`config.mk`:
```
export PLATFORM = sky130hd
export DESIGN_NAME = msg_harness_top
export DESIGN_NICKNAME = d
export VERILOG_FILES = /design/src/harness_pkg.sv /design/src/event_counter.sv /design/src/harness_ctrl_fsm.sv /design/src/msg_harness_top.sv /design/src/msg_source.sv /design/src/unordered_match.sv
export VERILOG_INCLUDE_DIRS = /design/src
export SDC_FILE = /design/constraint.sdc
export NUM_CORES = 1
export LEC_CHECK = 0
export BUFFER_PORTS_ARGS = -buffer_cell sky130_fd_sc_hd__buf_2
export CAP_MARGIN = 20
export CORE_MARGIN = 2
export CORE_UTILIZATION = 40
export CTS_BUF_LIST = sky130_fd_sc_hd__clkbuf_16
export CTS_CLUSTER_SIZE = 12
export DETAILED_ROUTE_END_ITERATION = 10
export GPL_ROUTABILITY_DRIVEN = 0
export GPL_TIMING_DRIVEN = 1
export MAX_ROUTING_LAYER = met4
export PLACE_DENSITY_LB_ADDON = 0.08
export SETUP_SLACK_MARGIN = 0.4
export SLEW_MARGIN = 10
export SYNTH_ARGS = -nofsm -noshare
export SYNTH_HDL_FRONTEND = slang
export SYNTH_SLANG_ARGS = --single-unit
```
`constraint.sdc`:
```
create_clock -name clk -period 8.9 [get_ports clk]
set_clock_uncertainty 0.1 [all_clocks]
set_input_delay 0.89 -clock clk [delete_from_list [all_inputs] [get_ports clk]]
set_output_delay 0.89 -clock clk [all_outputs]
set_load 0.02 [all_outputs]
```
`src/harness_cfg.svh`:
```
// ****************************************
// Build-time sizes for the message harness
// Message width, table depth, watchdog limit
// ****************************************
`ifndef HARNESS_CFG_SVH
`define HARNESS_CFG_SVH

// Width of one message in bits
`define VC_MSG_NBITS 13

// Entries in the source and the sink table
`define VC_NUM_MSGS 8

// Cycles the run phase may last before the watchdog fires
`define VC_TIMEOUT_CYCLES 2000

`endif

```
`src/harness_pkg.sv`:
```
// ****************************************
// Shared types for the message harness
// Vector typedefs, channel structs, FSM states
// ****************************************
`include "harness_cfg.svh"

package harness_pkg;

  typedef logic [`VC_MSG_NBITS-1:0]        msg_t;   // One message on the link
  typedef logic [$clog2(`VC_NUM_MSGS)-1:0] idx_t;   // Index into either table
  typedef logic [$clog2(`VC_NUM_MSGS):0]   count_t; // Holds zero up to VC_NUM_MSGS
  typedef logic [15:0]                     tmr_t;   // Counter and watchdog width

  // One table write on the load channel
  typedef struct packed {
    logic target; // Zero writes the source, one writes the sink
    idx_t idx;    // Entry to write
    msg_t msg;    // Value stored at that entry
  } load_req_t;

  // Start command for one run
  typedef struct packed {
    count_t count; // Messages the source sends in this run
  } start_req_t;

  // Run verdict, held until the next start
  typedef struct packed {
    logic   done;          // Run has ended
    logic   pass;          // Every message matched
    logic   fail_mismatch; // A message had no eligible entry
    logic   fail_timeout;  // Watchdog expired first
    count_t recv_count;    // Messages matched so far
  } status_t;

  // Controller sequence
  typedef enum logic [1:0] {
    IDLE  = 2'd0,
    RUN   = 2'd1,
    CHECK = 2'd2,
    DONE  = 2'd3
  } ctrl_state_t;

endpackage

```
`src/event_counter.sv`:
```
// ****************************************
// Saturating event counter with clear
// ****************************************
`timescale 1ns/1ps

module event_counter (
  input  logic              clk,
  input  logic              rst_n,
  input  logic              clear,
  input  logic              inc,
  input  harness_pkg::tmr_t limit,
  output harness_pkg::tmr_t count,
  output logic              at_limit
);

  assign at_limit = (count == limit); // Level flag, stays high while saturated

  always_ff @(posedge clk or negedge rst_n)
  begin
    if (!rst_n)
      count <= '0;
    else if (clear)
      count <= '0;                    // Clear beats a same-cycle increment
    else if (inc && !at_limit)
      count <= count + 1'b1;          // Stops at limit instead of wrapping
  end

  // Holds as long as the limit does not drop below a count already reached
  a_count_le_limit: assert property (@(posedge clk) disable iff (!rst_n)
    count <= limit);

endmodule

```
`src/harness_ctrl_fsm.sv`:
```
// ****************************************
// Run controller for the message harness
// ****************************************
`timescale 1ns/1ps

module harness_ctrl_fsm (
  input  logic                   clk,
  input  logic                   rst_n,
  input  logic                   start_valid,
  input  harness_pkg::start_req_t start_req,
  input  harness_pkg::count_t    recv_count,
  input  logic                   miss,
  input  logic                   timeout,
  output logic                   start_ready,
  output logic                   load_ready,
  output logic                   run_en,
  output logic                   clear,
  output harness_pkg::count_t    run_count,
  output harness_pkg::status_t   status
);
  import harness_pkg::*;

  ctrl_state_t state;
  ctrl_state_t state_nxt;
  logic        start_xfer;
  logic        done_q;
  logic        pass_q;
  logic        fail_mm_q;
  logic        fail_to_q;

  assign start_ready = (state == IDLE) || (state == DONE); // Commands only between runs
  assign load_ready  = start_ready;                        // Tables stay frozen during a run
  assign start_xfer  = start_valid && start_ready;
  assign clear       = start_xfer;                         // Wipes counters and consumed flags
  assign run_en      = (state == RUN);

  always_comb
  begin
    state_nxt = state;
    case (state)
      IDLE, DONE:
      begin
        if (start_xfer)
          state_nxt = RUN;
      end
      RUN:
      begin
        if (miss || timeout)
          state_nxt = DONE;                  // A failure ends the run at once
        else if (recv_count == run_count)
          state_nxt = CHECK;                 // All expected messages matched
      end
      CHECK:
        state_nxt = DONE;
      default:
        state_nxt = IDLE;
    endcase
  end

  always_ff @(posedge clk or negedge rst_n)
  begin
    if (!rst_n)
    begin
      state     <= IDLE;
      run_count <= '0;
      done_q    <= 1'b0;
      pass_q    <= 1'b0;
      fail_mm_q <= 1'b0;
      fail_to_q <= 1'b0;
    end
    else
    begin
      state <= state_nxt;
      if (start_xfer)
      begin
        run_count <= start_req.count; // Latched for the whole run
        done_q    <= 1'b0;            // A new start drops the old verdict
        pass_q    <= 1'b0;
        fail_mm_q <= 1'b0;
        fail_to_q <= 1'b0;
      end
      else if (state == RUN)
      begin
        if (miss)
        begin
          done_q    <= 1'b1;
          fail_mm_q <= 1'b1;          // Mismatch wins over a same-cycle timeout
        end
        else if (timeout)
        begin
          done_q    <= 1'b1;
          fail_to_q <= 1'b1;
        end
      end
      else if (state == CHECK)
      begin
        done_q <= 1'b1;
        pass_q <= 1'b1;
      end
    end
  end

  // The count field follows the received counter, which stops moving once the run ends
  assign status = '{
    done:          done_q,
    pass:          pass_q,
    fail_mismatch: fail_mm_q,
    fail_timeout:  fail_to_q,
    recv_count:    recv_count
  };

  // The checker may only report a miss while the controller is running
  a_miss_in_run: assert property (@(posedge clk) disable iff (!rst_n)
    miss |-> (state == RUN));

  // A finished run carries exactly one verdict
  a_one_verdict: assert property (@(posedge clk) disable iff (!rst_n)
    status.done |-> $onehot({status.pass, status.fail_mismatch, status.fail_timeout}));

endmodule

```
`src/msg_harness_top.sv`:
```
// ****************************************
// Message harness top level
// Controller, counters, source and checker
// ****************************************
`timescale 1ns/1ps
`include "harness_cfg.svh"

module msg_harness_top (
  input  logic                    clk,
  input  logic                    rst_n,
  input  logic                    load_valid,
  output logic                    load_ready,
  input  harness_pkg::load_req_t  load_req,
  input  logic                    start_valid,
  output logic                    start_ready,
  input  harness_pkg::start_req_t start_req,
  input  logic                    stall,
  output harness_pkg::status_t    status
);
  import harness_pkg::*;

  logic   load_we;      // One load transfer, each table checks the target bit
  logic   run_en;
  logic   clear;
  count_t run_count;
  logic   src_valid;
  logic   src_ready;
  msg_t   src_msg;
  logic   hit;
  logic   miss;
  logic   timeout;
  tmr_t   sent_cnt_raw; // Only the low count_t bits are meaningful
  tmr_t   recv_cnt_raw;

  assign load_we = load_valid && load_ready;

  harness_ctrl_fsm u_ctrl (
    .clk         (clk),
    .rst_n       (rst_n),
    .start_valid (start_valid),
    .start_req   (start_req),
    .recv_count  (count_t'(recv_cnt_raw)),
    .miss        (miss),
    .timeout     (timeout),
    .start_ready (start_ready),
    .load_ready  (load_ready),
    .run_en      (run_en),
    .clear       (clear),
    .run_count   (run_count),
    .status      (status)
  );

  // Counts link transfers and doubles as the source read index
  event_counter u_sent_cnt (
    .clk      (clk),
    .rst_n    (rst_n),
    .clear    (clear),
    .inc      (src_valid && src_ready),
    .limit    (tmr_t'(`VC_NUM_MSGS)),
    .count    (sent_cnt_raw),
    .at_limit ()
  );

  // Counts matched messages for the completion compare
  event_counter u_recv_cnt (
    .clk      (clk),
    .rst_n    (rst_n),
    .clear    (clear),
    .inc      (hit),
    .limit    (tmr_t'(`VC_NUM_MSGS)),
    .count    (recv_cnt_raw),
    .at_limit ()
  );

  // Runs on every RUN cycle, stalled or not
  event_counter u_watchdog (
    .clk      (clk),
    .rst_n    (rst_n),
    .clear    (clear),
    .inc      (run_en),
    .limit    (tmr_t'(`VC_TIMEOUT_CYCLES)),
    .count    (),
    .at_limit (timeout)
  );

  msg_source u_source (
    .clk        (clk),
    .rst_n      (rst_n),
    .load_we    (load_we),
    .load_req   (load_req),
    .run_en     (run_en),
    .sent_count (count_t'(sent_cnt_raw)),
    .run_count  (run_count),
    .src_ready  (src_ready),
    .src_valid  (src_valid),
    .src_msg    (src_msg)
  );

  unordered_match u_sink (
    .clk       (clk),
    .rst_n     (rst_n),
    .load_we   (load_we),
    .load_req  (load_req),
    .clear     (clear),
    .run_en    (run_en),
    .stall     (stall),
    .src_valid (src_valid),
    .src_msg   (src_msg),
    .run_count (run_count),
    .src_ready (src_ready),
    .hit       (hit),
    .miss      (miss)
  );

endmodule

```
`src/msg_source.sv`:
```
// ****************************************
// Message source table with valid/ready output
// ****************************************
`timescale 1ns/1ps
`include "harness_cfg.svh"

module msg_source (
  input  logic                   clk,
  input  logic                   rst_n,
  input  logic                   load_we,
  input  harness_pkg::load_req_t load_req,
  input  logic                   run_en,
  input  harness_pkg::count_t    sent_count,
  input  harness_pkg::count_t    run_count,
  input  logic                   src_ready,
  output logic                   src_valid,
  output harness_pkg::msg_t      src_msg
);
  import harness_pkg::*;

  msg_t mem [0:`VC_NUM_MSGS-1]; // Messages in send order

  // Table write from the shared load port, target zero only
  always_ff @(posedge clk)
  begin
    if (load_we && !load_req.target)
      mem[load_req.idx] <= load_req.msg;
  end

  // The sent counter is the registered read index, so the handshake has no bubble
  assign src_valid = run_en && (sent_count < run_count);
  assign src_msg   = mem[idx_t'(sent_count)]; // Don't care once all entries are sent

  // Under back-pressure the offer must stay put until the sink takes it
  // An aborted run is the only way an offer is withdrawn
  a_msg_stable: assert property (@(posedge clk) disable iff (!rst_n)
    src_valid && !src_ready |=> (src_valid || !run_en) && $stable(src_msg));

endmodule

```
`src/unordered_match.sv`:
```
// ****************************************
// Unordered checker with consumed flags
// ****************************************
`timescale 1ns/1ps
`include "harness_cfg.svh"

module unordered_match (
  input  logic                   clk,
  input  logic                   rst_n,
  input  logic                   load_we,
  input  harness_pkg::load_req_t load_req,
  input  logic                   clear,
  input  logic                   run_en,
  input  logic                   stall,
  input  logic                   src_valid,
  input  harness_pkg::msg_t      src_msg,
  input  harness_pkg::count_t    run_count,
  output logic                   src_ready,
  output logic                   hit,
  output logic                   miss
);
  import harness_pkg::*;

  msg_t                   exp_mem [0:`VC_NUM_MSGS-1]; // Expected messages, any order
  logic [`VC_NUM_MSGS-1:0] consumed;                  // Set once an entry has matched
  logic [`VC_NUM_MSGS-1:0] eligible;                  // Live entries equal to src_msg
  logic                   xfer;
  logic                   any_match;
  idx_t                   match_idx;

  // Expected table write, target one only
  always_ff @(posedge clk)
  begin
    if (load_we && load_req.target)
      exp_mem[load_req.idx] <= load_req.msg;
  end

  assign src_ready = run_en && !stall; // Stall throttles the link from outside
  assign xfer      = src_valid && src_ready;

  // Only entries inside the run and not yet consumed can match
  always_comb
  begin
    for (int i = 0; i < `VC_NUM_MSGS; i++)
      eligible[i] = (count_t'(i) < run_count) && !consumed[i] && (exp_mem[i] == src_msg);
  end

  // Scan downwards so the lowest matching index is the one kept
  always_comb
  begin
    any_match = 1'b0;
    match_idx = '0;
    for (int i = `VC_NUM_MSGS - 1; i >= 0; i--)
    begin
      if (eligible[i])
      begin
        any_match = 1'b1;
        match_idx = idx_t'(i);
      end
    end
  end

  assign hit  = xfer && any_match;
  assign miss = xfer && !any_match;   // Also covers a repeat of a consumed message

  always_ff @(posedge clk or negedge rst_n)
  begin
    if (!rst_n)
      consumed <= '0;
    else if (clear)
      consumed <= '0;                 // Every run starts with the full table
    else if (hit)
      consumed[match_idx] <= 1'b1;    // Takes effect for the next transfer
  end

  // A transfer is counted as exactly one of the two outcomes
  a_hit_miss_excl: assert property (@(posedge clk) disable iff (!rst_n)
    !(hit && miss));

endmodule
```
==> impl_results.md, run 1 <==
- TritonCTS clock tree: done
- CP max FO: 17
- Initial antenna violation count: 0
- Max VDD drop: 0.000161 V
- First-pass GRT wire length: 43500 microns
- Core area: 29900 sq um
- Pre-Repair DR Iteration Count: 5
- WL/cell: 21.0 microns
- Gates resized, CTS repair: 0
- DRT iter0 DRCs: 574
- Chip height: 179 microns
- Slowest CP cell: dfrtp_1
- Worst Path Buf+Inv: 0
- CTS max path bufs: 3
- Register area share after synthesis: 0.647
- Critical path, cell by cell: nor2b_1 -> a22oi_1 -> and3b_1 -> nor4b_1 -> nand4bb_1 -> nor4_2 -> or4_4 -> o21a_1 -> a31oi_1 -> a41o_1
- FF-to-FF path depth: 10
- H-tree depth: 1
- Reg area: 7900 sq um
- Area occupied by multi-input gates: 4040 sq um
- Post-route insts no fill: 1353
- Power per Cell Area: 257 nW/um^2
- Fillers: 2694
- Yosys cell types: 70
- Post-CTS setup buffer count: 0
- Largest net degree at the start of global routing: 67
- Sink Count: 274
- Top cells by area, synth: edfxtp_1, dfrtp_1, xor2_1
- Num ports: 36
- Ys async rst share: 0.241
- Clock root buffer: clkbuf_16
- Critical path data required time: 9.24 ns
- CP endpoint kind: flip-flop
- Post-Syn Area: 12200 sq um
- Top_reg_cell synth: edfxtp_1
- Detail Placement HPWL: 18600 microns
- Pre-CTS setup slack: 4.27 ns
- Number of global-route vias before repair: 7070
- Area leader, netlist: edfxtp_1
- Worst-Margin Slew: 0.917 ns
- Die W: 179 microns
- DRC viols: 0
- Share of layout cells above drive strength 1: 0.133
- Antenna diodes: 0
- Syn avg cell area: 13.7 sq um
- Area after DPL: 12800 sq um
- # rows: 63
- Max Freq: 215 MHz
- Post-CTS Hold Fix Bufs: 0
- Dpl cells: 1301
- Port-buffer cells: 35
- CP Class: flip-flop to flip-flop
- Total track usage: 0.188
- Fin worst setup slack: 4.24 ns
- Final hold slack: 0.384 ns
- P&R area growth vs syn: 11.8%
- RSZ-0062 raised after global routing: false
- Worst-Skew Late Latency: 0.56 ns
- Util after Layout: 0.457
- Synthesized flop and latch total: 274
- Final Max Tran Viols: 0
- Crit path largest cell delay: 0.79 ns
- Yosys warning count: 0
- Final setup vio count: 0
- HP Class: flip-flop to flip-flop
- Syn Inst Count: 894
- Initial Util: 0.409
- Routed wire length: 28500 microns
- Status: completed
- Crit-path leading delay family: simple AND/OR/NAND/NOR gates
- Number of cells on the critical path: 10
- Top-area cell type share of the netlist area: 0.511
- Fin crit period: 4.66 ns
- CP arrival: 5.00 ns
- Worst slew margin: 0.388
- LEAKAGE: 5.04 nW
- Final Power: 3.51 mW
- Critical path startpoint category: flip-flop
- Post-route cell area: 13700 sq um
- Tcrit/Tclk final: 0.523
- Nets: 981
- Setup_tns: 0 ns
- Die ar.: 31900 sq um
- GRT overflow: 0
- Post-synth net total: 932
- Vias after detailed routing: 7143
- Post-route ant nets: 0
- Hold Path Cell Cnt: 2
- Final hold vios: 0
- Routed vias/inst: 5.28
- Clock transition at path regs: 0.06 ns
- CTS Buf Count: 30
- MaxCap Viol Count: 0
- Post-synth EDFFs: 208
## cell families (layout without fill, tap and decap cells)
logic type	Yosys count	in the layout	synth area share
DFF	274	274	0.647
and+or+nand+nor	270	270	0.117
xor gates and xnor gates	132	132	0.0947
AOI/OAI and AO/OA	101	101	0.0547
buffers and inverters	55	124	0.0248
muxes	50	50	0.0502
adders and majority gates	12	12	0.0123
## sequential cells by signal (all words and copies together) (netlist names), 2 cells and up
name / count
u_sent_cnt.count: 16
u_sink.consumed: 8
u_ctrl.state: 2
u_source.mem: 104
u_ctrl.run_count: 4
u_sink.exp_mem: 104
u_recv_cnt.count: 16
u_watchdog.count: 16
## final cells by class
cell class                 count  share of cell area
timing repair buffer          52              0.0222
inverter                      20             0.00550
clock buffer                  30              0.0550
multi-input combinational    565               0.296
tap                          390              0.0357
sequential                   274               0.578
clock inverter                22             0.00751
## synthesized netlist by cell type (all sizes together), types with 10 or more instances
cell type / n
a22oi: 17
o21ai: 20
mux2i: 40
or3: 11
inv: 20
xnor2: 27
clkbuf: 12
buf: 23
nand4: 30
ha: 12
dfrtp: 66
nor2: 70
nand3: 20
nand2: 66
a21oi: 23
nor4: 14
nor3: 10
edfxtp: 208
xor2: 105
## power by group
part | leakage [nW] | switching, mW | internal, mW
registers | 2.77 | 0.0531 | 1.44
clock network | 0.454 | 0.491 | 0.604
logic | 1.82 | 0.610 | 0.314
## cell usage in the layout (no fill, tap or decap), drive strengths merged, types with 17 or more instances in the layout
master	n
edfxtp	208
xor2	105
nor2	70
dfrtp	66
nand2	66
buf	52
mux2i	40
nand4	30
clkbuf	30
inv	28
xnor2	27
a21oi	23
nand3	20
o21ai	20
a22oi	17
## tightest hold or removal path: stages, from the launching register on
cell     delay (ns)
dfrtp_1        0.34
nand2_1        0.05
o21ai_1        0.06
## layer usage
metal	routed length [microns]	GRT usage	part of all wire	vias up
met4	524	0.0437	0.018	0
li1	-	-	-	3391
met1	13400	0.256	0.47	3579
met3	1010	0.0227	0.035	36
met5	0	-	0	-
met2	13500	0.304	0.47	137
## final timing paths
path | startpoint | end | slack, ns
max | u_sent_cnt.count[1] | u_recv_cnt.count[15] | 4.24
min | u_sink.consumed[5] | u_sink.consumed[5] | 0.38
max reg2reg | u_sent_cnt.count[1] | u_recv_cnt.count[15] | 4.24
min reg2reg | u_sink.consumed[5] | u_sink.consumed[5] | 0.38
max in group asynchronous | rst_n | u_sent_cnt.count[0] | 7.65
min in group asynchronous | rst_n | u_sent_cnt.count[10] | 0.42
Note: power is estimated with default switching activity, not from simulation.
==> run 2, diff against run 1 <==
clock period = 4.3 ns   (was 8.9 ns; I/O delays follow)
==> run 2 against run 1 <==
  * Sequential cell count unchanged
  * Combinational power increased by 120%
  * Core utilization increased by 1.1 points
  * Clock power increased by 100%
  * Worst hold slack got worse by 0.36 ns
  * Worst setup slack got worse by 3.7 ns
  * First-iteration DRC count decreased by 19%
  * Sequential power increased by 110%
  * Via count decreased by 0.22%
  * Die area unchanged
==> impl_results.md, run 2 (synthesis results as in run 1) <==
- Status: completed
- CP endpoint kind: flip-flop
- Vias after detailed routing: 7127
- R2R Path Start: u_sent_cnt.count[1]
- Nets: 1010
- Post-route cell area: 14000 sq um
- CP arrival: 4.10 ns
- Initial antenna violation count: 1
- Worst slew margin: 0.432
- Most frequent cells in the layout: edfxtp_1, xor2_1, nor2_1
- Worst-Margin Slew: 0.852 ns
- Sink Count: 274
- Final setup vio count: 0
- Die ar.: 31900 sq um
- Largest net degree at the start of global routing: 41
- Reg area: 7900 sq um
- Chip height: 179 microns
- DRC viols: 0
- CP max FO: 12
- CTS Buf Count: 30
- Core area: 29900 sq um
- Antenna diodes: 0
- First-pass GRT wire length: 43600 microns
- Hold Path Cell Cnt: 3
- Num ports: 36
- # rows: 63
- Routed vias/inst: 5.15
- Fillers: 2645
- Post-route ant nets: 0
- Worst-Skew Late Latency: 0.55 ns
- Max Freq: 268 MHz
- Critical path's most frequent cell: or4_4
- Tcrit/Tclk final: 0.868
- Routed wire length: 28300 microns
- Crit path largest cell delay: 0.61 ns
- Fin worst setup slack: 0.567 ns
- Pre-CTS setup slack: 0.345 ns
- Reg2reg setup slack: 0.57 ns
- LEAKAGE: 5.23 nW
- Detail Placement HPWL: 18800 microns
- Initial Util: 0.409
- Slowest CP cell: mux4_1
- Clock root buffer: clkbuf_16
- Total track usage: 0.188
- DRT iter0 DRCs: 467
- HP Class: input port to flip-flop
- FF-to-FF path depth: 11
- Port-buffer cells: 35
- Clock transition at path regs: 0.06 ns
- Final hold vios: 0
- Fin crit period: 3.73 ns
- CTS max path bufs: 3
- MaxCap Viol Count: 0
- Area occupied by multi-input gates: 4090 sq um
- Share of layout cells above drive strength 1: 0.159
- WL/cell: 20.5 microns
- Die W: 179 microns
- Biggest regs: u_sink.exp_mem: 104 flops, u_source.mem: 104 flops
- Reg2reg end: u_recv_cnt.count[10]
- Hold_sp: start_req[3]
- Max VDD drop: 0.000430 V
- Critical path startpoint category: flip-flop
- Number of global-route vias before repair: 7136
- RSZ-0062 raised after global routing: true
- CP Class: flip-flop to flip-flop
- Critical path data required time: 4.67 ns
- P&R area growth vs syn: 14.6%
- Setup_tns: 0 ns
- GRT overflow: 0
- Critical path, cell by cell: buf_4 -> mux4_1 -> mux2i_4 -> buf_12 -> xnor2_1 -> or4_4 -> nor4_4 -> or4_4 -> o21ai_4 -> or4_1 -> a21oi_1
- Worst Hold Path EP: u_ctrl.run_count[3]
- TritonCTS clock tree: done
- H-tree depth: 1
- Commonest non-fill, non-tap cell in the layout: edfxtp_1
- Area after DPL: 13000 sq um
- Final Max Tran Viols: 0
- Pre-Repair DR Iteration Count: 5
- Power per Cell Area: 529 nW/um^2
==> run 2: per-stage QoR <==
stage | utilization | hold slack [ns] | total power, mW | std cells
3_3_place_gp | 0.434 | 0.358 | 5.15 | 1319
4_1_cts | 0.465 | 0.00161 | 7.47 | 1379
2_1_floorplan | - | 0.0344 | 4.53 | 894
5_1_grt | 0.469 | 0.0319 | 7.83 | 1384
3_5_place_dp | 0.434 | 0.376 | 5.16 | 1320
6_report | 0.469 | 0.0227 | 7.41 | 1384
==> run 2: power by group <==
part	switching, mW	total (mW)	internal, mW
logic	1.29	2.07	0.778
registers	0.110	3.09	2.98
clock network	1.00	2.25	1.25
==> run 2: what timing repair did <==
item,CTS,global route
pin swaps,0,0
buffers inserted,1,2
hold buffers,4,0
endpoints found under the setup margin,3,15
gates resized for setup,3,10
hold endpoints to repair,34,0
==> run 2: final cells by class <==
class / instances / area share
Clock buffer: 30 / 0.0536
Clock inverter: 24 / 0.00778
Inverter: 20 / 0.00536
Multi-Input combinational cell: 565 / 0.292
Sequential cell: 274 / 0.565
Tap cell: 390 / 0.0349
Timing Repair Buffer: 81 / 0.0415
==> run 2: worst max path at each step <==
stage                              from                   end  slack (ns)  cells past startpoint
floorplan           u_sent_cnt.count[2]  u_recv_cnt.count[13]        0.99                     13
global placement    u_sent_cnt.count[0]  u_recv_cnt.count[10]        0.37                     11
detailed placement  u_sent_cnt.count[2]  u_recv_cnt.count[10]        0.34                     11
CTS                 u_sent_cnt.count[0]  u_recv_cnt.count[10]        0.41                     11
global route        u_sent_cnt.count[2]  u_recv_cnt.count[10]        0.37                     11
finish              u_sent_cnt.count[1]  u_recv_cnt.count[10]        0.57                     11
==> run 2: layer usage <==
layer / global-route usage / wire length, microns / up-vias
met3: 0.0235 / 1040 / 28
met2: 0.304 / 13400 / 118
met5: - / 0 / -
li1: - / - / 3441
met4: 0.0315 / 434 / 0
met1: 0.260 / 13500 / 3540
==> run 2: worst max-delay path, delay by kind of cell (launching register included) <==
family	cells	cell delay, ns
AO/OA/AOI/OAI	2	0.26
flip-flops	1	0.52
XOR/XNOR	1	0.07
AND/OR/NAND/NOR	4	1.52
multiplexers	2	0.79
buffers and inverters	2	0.40
